==> config.mk <==
export PLATFORM = sky130hd
export DESIGN_NAME = lbcLocalBus
export DESIGN_NICKNAME = d
export VERILOG_FILES = /design/src/lbcPkg.sv /design/src/lbcBusReq.sv /design/src/lbcLoadAlign.sv /design/src/lbcLocalBus.sv
export SDC_FILE = /design/constraint.sdc
export NUM_CORES = 1
export LEC_CHECK = 0
export ABC_AREA = 1
export BUFFER_PORTS_ARGS = -buffer_cell sky130_fd_sc_hd__buf_2
export CORE_AREA = 2 2 135 137
export CTS_CLUSTER_DIAMETER = 200
export DETAILED_ROUTE_END_ITERATION = 8
export DIE_AREA = 0 0 137 139
export PLACE_DENSITY = 0.78
export SETUP_SLACK_MARGIN = 0.5
export SYNTH_ARGS = -nofsm -noshare
export SYNTH_HDL_FRONTEND = slang
export SYNTH_SLANG_ARGS = --single-unit
==> constraint.sdc <==
create_clock -name IDCLOCKI -period 1.45 [get_ports IDCLOCKI]
set_input_delay 0 -clock IDCLOCKI [delete_from_list [all_inputs] [get_ports IDCLOCKI]]
set_output_delay 0 -clock IDCLOCKI [all_outputs]
set_load 0.05 [all_outputs]
==> src/lbcPkg.sv <==
package lbcPkg;

  // Bus widths
  localparam int AddrW = 32;
  localparam int DataW = 32;
  localparam int BeW = DataW / 8; // One enable per byte lane

  // System memory
  localparam int MemLatency = 2; // Request sample to valid strobe
  localparam int MemWords = 256;
  localparam int MemIdxW = $clog2(MemWords); // Word index taken from address bits 9 to 2

  // Access size carried with every data request
  typedef enum logic [1:0]
  {
    accByte = 2'b00,
    accHalf = 2'b01,
    accWord = 2'b10
  } accSizeT;

  // Request generator states
  typedef enum logic [1:0]
  {
    reqIdle = 2'b00,
    reqData = 2'b01, // Data access outstanding
    reqInst = 2'b10  // Fetch outstanding
  } reqStateT;

endpackage

==> src/lbcBusReq.sv <==
module lbcBusReq
(
  input  logic                     IDCLOCKI,
  input  logic                     reset,
  input  logic                     dRead,
  input  logic                     dWrite,
  input  logic [lbcPkg::AddrW-1:0] dAddr,
  input  lbcPkg::accSizeT          dSize,
  input  logic                     dSign,
  input  logic [lbcPkg::BeW-1:0]   dBe,
  input  logic                     iFetch,
  input  logic [lbcPkg::AddrW-1:0] iAddr,
  input  logic                     dDone,
  input  logic                     iDone,
  output logic                     busy,
  output logic                     sysDReq,
  output logic                     sysDRw,
  output logic [lbcPkg::AddrW-1:0] sysDAddr,
  output lbcPkg::accSizeT          sysDSize,
  output logic [lbcPkg::BeW-1:0]   sysDBe,
  output logic                     sysDSign,
  output logic                     sysIReq,
  output logic [lbcPkg::AddrW-1:0] sysIAddr
);

  lbcPkg::reqStateT         state;
  logic                     iPend;
  logic [lbcPkg::AddrW-1:0] iPendAddr;

  assign busy = (state != lbcPkg::reqIdle);

  always_ff @(posedge IDCLOCKI)
  begin
    if (reset)
    begin
      state <= lbcPkg::reqIdle;
      sysDReq <= 1'b0;
      sysDRw <= 1'b0;
      sysDAddr <= '0;
      sysDSize <= lbcPkg::accByte;
      sysDBe <= '0;
      sysDSign <= 1'b0;
      sysIReq <= 1'b0;
      sysIAddr <= '0;
      iPend <= 1'b0;
      iPendAddr <= '0;
    end
    else
    begin
      sysDReq <= 1'b0; // Requests are single-cycle pulses
      sysIReq <= 1'b0;
      case (state)
        lbcPkg::reqIdle:
        begin
          if (dRead || dWrite)
          begin
            sysDReq <= 1'b1;
            sysDRw <= dWrite;
            sysDAddr <= dAddr;
            sysDSize <= dSize;
            sysDBe <= dBe;
            sysDSign <= dSign;
            iPend <= iFetch; // Fetch waits behind the data access
            iPendAddr <= iAddr;
            state <= lbcPkg::reqData;
          end
          else if (iFetch)
          begin
            sysIReq <= 1'b1;
            sysIAddr <= iAddr;
            state <= lbcPkg::reqInst;
          end
        end
        lbcPkg::reqData:
        begin
          // A write is done once issued, a read once its data returns
          if (sysDRw || dDone)
          begin
            if (iPend)
            begin
              sysIReq <= 1'b1;
              sysIAddr <= iPendAddr;
              iPend <= 1'b0;
              state <= lbcPkg::reqInst;
            end
            else
            begin
              state <= lbcPkg::reqIdle;
            end
          end
        end
        lbcPkg::reqInst:
        begin
          if (iDone)
          begin
            state <= lbcPkg::reqIdle;
          end
        end
        default:
        begin
          state <= lbcPkg::reqIdle;
        end
      endcase
    end
  end

  // Core side holds off new strobes while an access is outstanding
  strobeWhileBusy: assert property (@(posedge IDCLOCKI) disable iff (reset)
    busy |-> !(dRead || dWrite || iFetch));

  // Data request is a lone pulse and never overlaps a fetch request
  reqExclusive: assert property (@(posedge IDCLOCKI) disable iff (reset)
    sysDReq |-> !sysIReq ##1 !sysDReq);

endmodule

==> src/lbcLoadAlign.sv <==
module lbcLoadAlign
(
  input  lbcPkg::accSizeT          sizeIn,
  input  logic                     sign,
  input  logic [1:0]               offset,
  input  logic [lbcPkg::DataW-1:0] din,
  output logic [lbcPkg::DataW-1:0] dout
);

  logic [7:0]  laneByte;
  logic [15:0] laneHalf;
  logic        extByte;
  logic        extHalf;

  always_comb
  begin
    laneByte = din[{offset, 3'b000} +: 8]; // Byte lane picked by offset
    laneHalf = offset[1] ? din[31:16] : din[15:0];
    extByte = sign & laneByte[7];
    extHalf = sign & laneHalf[15];
  end

  always_comb
  begin
    case (sizeIn)
      lbcPkg::accByte:
      begin
        dout = {{(lbcPkg::DataW - 8){extByte}}, laneByte};
      end
      lbcPkg::accHalf:
      begin
        dout = {{(lbcPkg::DataW - 16){extHalf}}, laneHalf};
      end
      default:
      begin
        dout = din; // Full word passes through
      end
    endcase
  end

endmodule

==> src/lbcLocalBus.sv <==
module lbcLocalBus
(
  input  logic                     IDCLOCKI,
  input  logic                     reset,
  input  logic                     dRead,
  input  logic                     dWrite,
  input  logic [lbcPkg::AddrW-1:0] dAddr,
  input  lbcPkg::accSizeT          dSize,
  input  logic                     dSign,
  input  logic [lbcPkg::BeW-1:0]   dBe,
  input  logic [lbcPkg::DataW-1:0] dWData,
  input  logic                     iFetch,
  input  logic [lbcPkg::AddrW-1:0] iAddr,
  input  logic                     sysDVal,
  input  logic [lbcPkg::DataW-1:0] sysDData,
  input  logic                     sysIVal,
  input  logic [lbcPkg::DataW-1:0] sysIData,
  input  logic                     sysWbEmpty,
  output logic                     busy,
  output logic                     dVal,
  output logic [lbcPkg::DataW-1:0] dRData,
  output logic                     iVal,
  output logic [lbcPkg::DataW-1:0] iData,
  output logic                     wbEmpty,
  output logic                     sysDReq,
  output logic                     sysDRw,
  output logic [lbcPkg::AddrW-1:0] sysDAddr,
  output lbcPkg::accSizeT          sysDSize,
  output logic [lbcPkg::BeW-1:0]   sysDBe,
  output logic [lbcPkg::DataW-1:0] sysDo,
  output logic                     sysIReq,
  output logic [lbcPkg::AddrW-1:0] sysIAddr
);

  logic                     sysDSign;
  lbcPkg::accSizeT          dSizeQ;
  logic                     dSignQ;
  logic [1:0]               dOffsetQ;
  logic                     dValQ;
  logic                     iValQ;
  logic [lbcPkg::DataW-1:0] dDataQ;
  logic [lbcPkg::DataW-1:0] iDataQ;

  lbcBusReq u_lbcBusReq
  (
    .IDCLOCKI (IDCLOCKI),
    .reset    (reset),
    .dRead    (dRead),
    .dWrite   (dWrite),
    .dAddr    (dAddr),
    .dSize    (dSize),
    .dSign    (dSign),
    .dBe      (dBe),
    .iFetch   (iFetch),
    .iAddr    (iAddr),
    .dDone    (dValQ),
    .iDone    (iValQ),
    .busy     (busy),
    .sysDReq  (sysDReq),
    .sysDRw   (sysDRw),
    .sysDAddr (sysDAddr),
    .sysDSize (sysDSize),
    .sysDBe   (sysDBe),
    .sysDSign (sysDSign),
    .sysIReq  (sysIReq),
    .sysIAddr (sysIAddr)
  );

  lbcLoadAlign u_lbcLoadAlign
  (
    .sizeIn (dSizeQ),
    .sign   (dSignQ),
    .offset (dOffsetQ),
    .din    (dDataQ),
    .dout   (dRData)
  );

  always_ff @(posedge IDCLOCKI)
  begin
    if (reset)
    begin
      dSizeQ <= lbcPkg::accByte;
      dSignQ <= 1'b0;
      dOffsetQ <= 2'b00;
    end
    else if (sysDReq)
    begin
      dSizeQ <= sysDSize; // Held until the load data comes back
      dSignQ <= sysDSign;
      dOffsetQ <= sysDAddr[1:0];
    end
  end

  always_ff @(posedge IDCLOCKI)
  begin
    if (reset)
    begin
      sysDo <= '0;
      wbEmpty <= 1'b0;
      dValQ <= 1'b0;
      iValQ <= 1'b0;
      dDataQ <= '0;
      iDataQ <= '0;
    end
    else
    begin
      sysDo <= dWData; // Lines up with sysDReq
      wbEmpty <= sysWbEmpty;
      dValQ <= sysDVal;
      iValQ <= sysIVal;
      dDataQ <= sysDData;
      iDataQ <= sysIData;
    end
  end

  assign dVal = dValQ;
  assign iVal = iValQ;
  assign iData = iDataQ;

endmodule

==> results.md, run 1 <==
- The run stopped with a tool error.
- The step where the flow halted is global routing.
- The tool reported: "[ERROR DPL-0038] Utilization greater than 100%, impossible to legalize".
- The worst-case clock buffer depth is 3.
- After detailed placement, the total cell area comes to around 11000 um^2.
- The clock sink count is 213.
- Counting every instance in the synthesized netlist gives roughly 1100.
- The share of synthesized area occupied by flip-flops and latches is between 50 and 60%.
- The row count is 49.
- From bottom edge to top edge, the die measures around 140 um.
- The die is between 100 and 150 um wide.
- After synthesis, the netlist uses 22 different library cells.
- Once the floorplan was initialized, standard cells occupied ~46% of the core.
- The number of synthesized flops with an enable pin is 0.
- When the netlist entered floorplanning its net count stood at roughly 1300.
- Entering global routing, the biggest net connects approximately 100 pins.
- During I/O placement, the number of pins put on the boundary was approximately 350.
- After the last repair the worst path ends at a primary output.
- The flip-flop and latch count after synthesis is approximately 210.
- The area of the mapped netlist is around 8100 um^2.
- Counting flops with an async set or reset pin after synthesis yields a share of 0%.
- The worst setup endpoint after the global-route repair_timing is dRData[23].
- For this run, the number of Yosys warnings is 0.
- Counting the buffers created by CTS gives 23.
- In this run the tool buffered the top-level ports with around 350 buffer cells.
- The root buffer cell chosen for the clock tree is sky130_fd_sc_hd__clkbuf_16.
- For this run, the leading register cell type out of synthesis is sky130_fd_sc_hd__dfxtp_1.
- The post-DP HPWL is roughly 17000 um.
- The H-tree depth reported by CTS is 1.
- The average footprint of a synthesized cell is around 7.1 um^2.
- At the end of routability-driven placement, the weighted congestion stood at 0.918.
[cells by family after synthesis]
| family | share of synthesized area (%) |
|---|---|
| compound gates | 8.36 |
| buf+inv | 10.5 |
| flops | 52.8 |
| simple gates | 28.3 |
[synth_stat cells (4+ instances only)]
library cell / count / area share [%]
sky130_fd_sc_hd__nor2_1: 279 / 13
sky130_fd_sc_hd__clkbuf_1: 36 / 1.7
sky130_fd_sc_hd__dfxtp_1: 213 / 53
sky130_fd_sc_hd__buf_1: 4 / 0.19
sky130_fd_sc_hd__and2_0: 5 / 0.39
sky130_fd_sc_hd__a21oi_1: 42 / 2.6
sky130_fd_sc_hd__nand3_1: 62 / 3.8
sky130_fd_sc_hd__o21ai_1: 7 / 0.43
sky130_fd_sc_hd__nand2_1: 217 / 10
sky130_fd_sc_hd__o21ai_0: 72 / 4.5
sky130_fd_sc_hd__inv_1: 143 / 6.7
sky130_fd_sc_hd__or2_2: 7 / 0.54
sky130_fd_sc_hd__o211ai_1: 7 / 0.65
sky130_fd_sc_hd__buf_2: 27 / 1.7
[repair_timing]
item                                   in CTS
cloned                                     41
hold buffers                              174
buffers inserted                           51
setup endpoints to repair                 282
resized for setup                         570
endpoints found under the hold margin     204
pin swaps                                  81
[metrics by stage]
stage	cells	worst slack [ps]	TNS, ps
CTS	1978	-408	-12000
floorplan	1133	-116	-315
detailed placement	1672	-52.0	-861
global placement	1672	-28.3	-301
==> run 2, diff against run 1 <==
- CORE_AREA: 2 2 135 137 -> default
- CORE_UTILIZATION: default -> 40
- CTS_CLUSTER_DIAMETER: 200 -> default
- DIE_AREA: 0 0 137 139 -> default
- PLACE_DENSITY: 0.78 -> default
- PLACE_DENSITY_LB_ADDON: default -> 0.15
- SETUP_SLACK_MARGIN: 0.5 -> default
==> results.md, run 2 <==
- The share of the synthesized area in compound gates (AO/OA/AOI/OAI) came to 8.36% (unchanged).
- The I/O pin total is 348 (unchanged).
- Along the worst path, the maximum fanout reaches 7.
- Setup slack on the worst reg-to-reg path comes out at roughly 120 ps.
- The cell with the biggest individual delay on the critical path is sky130_fd_sc_hd__dfxtp_4.
- The effective utilization at floorplan is 41.2% (-4.5 points).
- The via density per instance is roughly 4.7.
- The worst slew slack as a fraction of its limit is 68.0%.
- The number of global-route vias before repair is 8674.
- In the final routed layout, each cell accounts on average for approximately 15 um.
- The count of port buffers added during placement is 347 (unchanged).
- The top cell type by total area after synthesis is sky130_fd_sc_hd__dfxtp_1.
- For this run, the share of the core covered by cells in the final layout is approximately 69%.
- The vertical die dimension is 144 um (+3.6%).
- After detailed routing, the number of remaining DRC violations is 0.
- The die covers just over 20000 um^2.
- Clock-pin slew was measured on the worst setup and hold paths at roughly 60 ps.
- The cell area after placement is 10200 um^2 (-5.6%).
- From synthesis to final layout, the design area changed by 67.3%.
- The run finished, with violations left.
- The post-detailed-routing wire length is around 29000 um.
- By area, the combinational part of the netlist is dominated by simple AND/OR/NAND/NOR gates.
- The final-layout fill cell count is approximately 1500.
- The buffer type at the clock tree root is sky130_fd_sc_hd__clkbuf_16.
- The first global-routing pass estimated 42600 um of wire.
- The clock reaches the later pin of the worst-skew pair after around 510 ps.
- The post-route fraction of the period consumed by the critical path is 131%.
- Of the total power, the share spent switching nets is around 32%.
- The internal portion of the total power is roughly 11 mW.
- The share of synthesized area occupied by flip-flops and latches is 52.8% (unchanged).
- TritonCTS built the clock tree.
- The library cell used most frequently in the layout, excluding fill and tap cells, is sky130_fd_sc_hd__buf_2.
- The type of element launching the critical path is a flop.
- Sequential cells burn 39.4% of the power.
- The H-tree depth reported by CTS was 1 (unchanged).
- The final standard cell area without fillers is 13500 um^2.
- The share of synthesized area spent on multiplexers came to 0% (unchanged).
- The overall overflow remaining after global route is 0.
- The fraction of registers with async set/reset came to 0% (unchanged).
- The number of synthesized flops with an enable pin came to 0 (unchanged).
- The worst-case clock buffer depth came to 3 (unchanged).
- The element type at the critical path end is a primary output.
- The flip-flop and latch count after synthesis is 213 (unchanged).
- The count of final setup violators is 32.
- The clock buffer count from CTS came to 24 (+4.3%).
- The final setup slack of the worst path is -451 ps.
- The number of distinct standard cells referenced by the synthesized netlist was 22 (unchanged).
- The critical path goes through buf_4 > inv_6 > nand2_1 > and2_1 > or2_4 > nand3_4 > buf_8.
- The final weighted congestion of routability-driven global placement is 0.838 (-8.8%).
- The buffers plus inverters on the worst setup path is 3.
- The critical path is of the flop to primary output type.
- The startpoint of the worst register-to-register path is u_lbcBusReq.state[1].
- The number of hold violations in the final report is 0.
- The final reports fail on setup timing.
- Across all hold checks on the routed design, the worst slack comes to about 39 ps.
- The total of warnings raised by yosys is 0 (unchanged).
- The number of optimization iterations in the first detailed-route pass is 5.
- For the worst flop-to-flop path, the logic depth is 5.
- The arrival time at the worst endpoint is roughly 1900 ps.
- The core footprint is 19600 um^2.
- The most used flip-flop cell after synthesis is sky130_fd_sc_hd__dfxtp_1.
- For this design the total switching power over the nets is roughly 5.4 mW.
- In this run the power density over the cells is roughly 1200 nW/um^2.
- The clock network burns about a third of the power.
- For this block, the via count after detailed routing is about 9000.
- Leaving out filler cells and counting taps, the final layout contains 1932.
- Setup repair after global routing could not meet its margin everywhere.
- The worst hold path passes through 3 cells.
- Max-cap violations in this run came to 0.
- The count of nets left with antenna violations once routing finished came out at 0.
- STA puts the critical path data required time at 1450 ps.
- The average footprint of a synthesized cell is 7.12 um^2 (unchanged).
- The worst hold endpoint is dDataQ[5].
- The number of cells after detailed placement is 1705 (+2.0%).
- Across the routed clock network, the largest skew measured is between 15 and 20 ps.
- IR analysis of the VDD net gives a maximum drop of approximately 0.84 mV.
- The post-synthesis simple-gate area fraction is 28.3% (unchanged).
- The horizontal die dimension is 144 um (+5.1%).
- The number of instances in the synthesized netlist is 1133 (unchanged).
- By instance count, the leading cell after synthesis is sky130_fd_sc_hd__nor2_1.
- For this run, the post-layout net count is 1829.
- The initial antenna violation count is 2.
- In this run the most critical hold path is launched from reset.
- The arithmetic-cell share of the synthesized area counting full adders, half adders and majority gates is 0% (unchanged).
- The number of violations reported at the end of detailed-routing iteration 0 is 388.
- In this run the static leakage power is a little over 7 nW.
- The combinational share of power is a little over a quarter.
- The area share of the leading cell type in the synthesized netlist is 52.8% (unchanged).
- The row count was 51 (+4.1%).
- The clock sink count was 213 (unchanged).
- The delay of the slowest cell on the worst path is ~400 ps.
- The endpoint of the most critical register-to-register path is u_lbcBusReq.sysDAddr[4].
- The fmax is between 500 and 600 MHz.
- In the layout the commonest cells are sky130_fd_sc_hd__buf_2 (314), sky130_fd_sc_hd__nor2_1 (276), sky130_fd_sc_hd__dfxtp_1 (207).
- The routed design could run at a clock period as short as around 1900 ps.
- On the critical path the largest part of the delay comes from simple AND/OR/NAND/NOR gates.
- For the pin with the worst max-slew slack, the measured transition is just under 500 ps.
- The net count of the mapped netlist came to 1308 (unchanged).
- The final-report max-slew violation count is 0.
- The ratio of cells with drive above 1 in the final layout is between 20 and 30%.
- The tightest min-delay check is of the input port to flop type.
- The area of the mapped netlist is 8070 um^2 (unchanged).
- The largest net degree at the start of global routing is 104.
- The post-DP HPWL is 16200 um (-5.3%).
- After synthesis, the cell types taking the most area are sky130_fd_sc_hd__dfxtp_1 (53%), sky130_fd_sc_hd__nor2_1 (13%), sky130_fd_sc_hd__nand2_1 (10%).
- Global routing consumed, over all layers together, between 20% and 30% of the routing resources.
- By count the netlist is led by sky130_fd_sc_hd__nor2_1 (279), sky130_fd_sc_hd__nand2_1 (217), sky130_fd_sc_hd__dfxtp_1 (213).
- The post-synthesis share of cell area spent on xor and xnor gates is 0% (unchanged).
run 2: cell counts after synthesis:
Identical to the previous run, type by type.
run 2: timing repair:
action / in CTS / in global routing
endpoints found under the hold margin: 204 / 0
hold buffers: 173 / 0
pin swaps: 17 / 12
cloned: 3 / 0
setup endpoints to repair: 32 / 103
resized for setup: 136 / 56
setup buffers: 10 / 3
run 2: per-layer routing:
| layer | GRT usage [%] | vias up | wire length (um) |
|---|---|---|---|
| met2 | 46.3 | 375 | 14300 |
| li1 | - | 4463 | - |
| met3 | 6.39 | 109 | 2330 |
| met5 | 0 | - | 0 |
| met4 | 11.2 | 0 | 1330 |
| met1 | 29.3 | 4061 | 11300 |
run 2: power by group through the flow:
stage | logic (mW) | clock network [mW] | registers (mW)
2_1_floorplan | 1.55 | 0 | 7.74
3_3_place_gp | 3.64 | 0 | 6.69
3_5_place_dp | 3.67 | 0 | 6.71
4_1_cts | 4.30 | 5.82 | 6.60
5_1_grt | 4.81 | 6.04 | 6.66
6_report | 4.50 | 5.67 | 6.62
run 2: area by class of cell:
cell class | instances | area, um^2 | area share (%)
diodes | 2 | 5.00 | 0.0371
flip-flops and latches | 213 | 4280 | 31.7
multi-input cells | 705 | 3320 | 24.6
repair inverters | 1 | 8.76 | 0.0649
inverters | 146 | 557 | 4.12
clock buffers | 37 | 731 | 5.41
repair buffers | 563 | 4270 | 31.6
well taps | 265 | 332 | 2.46
run 2: cell families (layout without fill, tap and decap cells):
| logic type | Yosys count | count (layout) |
|---|---|---|
| flops | 213 | 213 |
| simple gates | 575 | 575 |
| compound gates | 130 | 130 |
| buf+inv | 215 | 747 |
| other cells | 0 | 2 |
run 2: stage by stage:
| step | setup slack (ps) | total power [mW] | TNS, ps |
|---|---|---|---|
| global placement | -1.22 | 10.3 | -1.22 |
| floorplan | -116 | 9.29 | -299 |
| finish | -451 | 16.8 | -11210 |
| detailed placement | -25.4 | 10.4 | -187 |
| global route | -479 | 17.5 | -13350 |
| CTS | -346 | 16.7 | -10450 |
run 2: worst max path at each step:
stage                     start          to  slack, ps  cells past startpoint
floorplan           dOffsetQ[1]   dRData[5]       -120                      6
global placement    dOffsetQ[1]   dRData[9]         -1                      6
detailed placement  dOffsetQ[1]  dRData[21]        -30                      9
CTS                 dOffsetQ[1]   dRData[2]       -350                      6
global route        dOffsetQ[1]  dRData[14]       -480                      7
finish              dOffsetQ[1]  dRData[14]       -450                      7
run 2: worst reg2reg max path, cell delays in order, from the launching register on:
cell and delay [ps]:
sky130_fd_sc_hd__dfxtp_1 360, sky130_fd_sc_hd__nor2_4 190, sky130_fd_sc_hd__o21ai_4 110, sky130_fd_sc_hd__buf_4 220
sky130_fd_sc_hd__o21ai_0 250, sky130_fd_sc_hd__nor2_1 80
No activity file was read; power rests on OpenSTA's default activity.
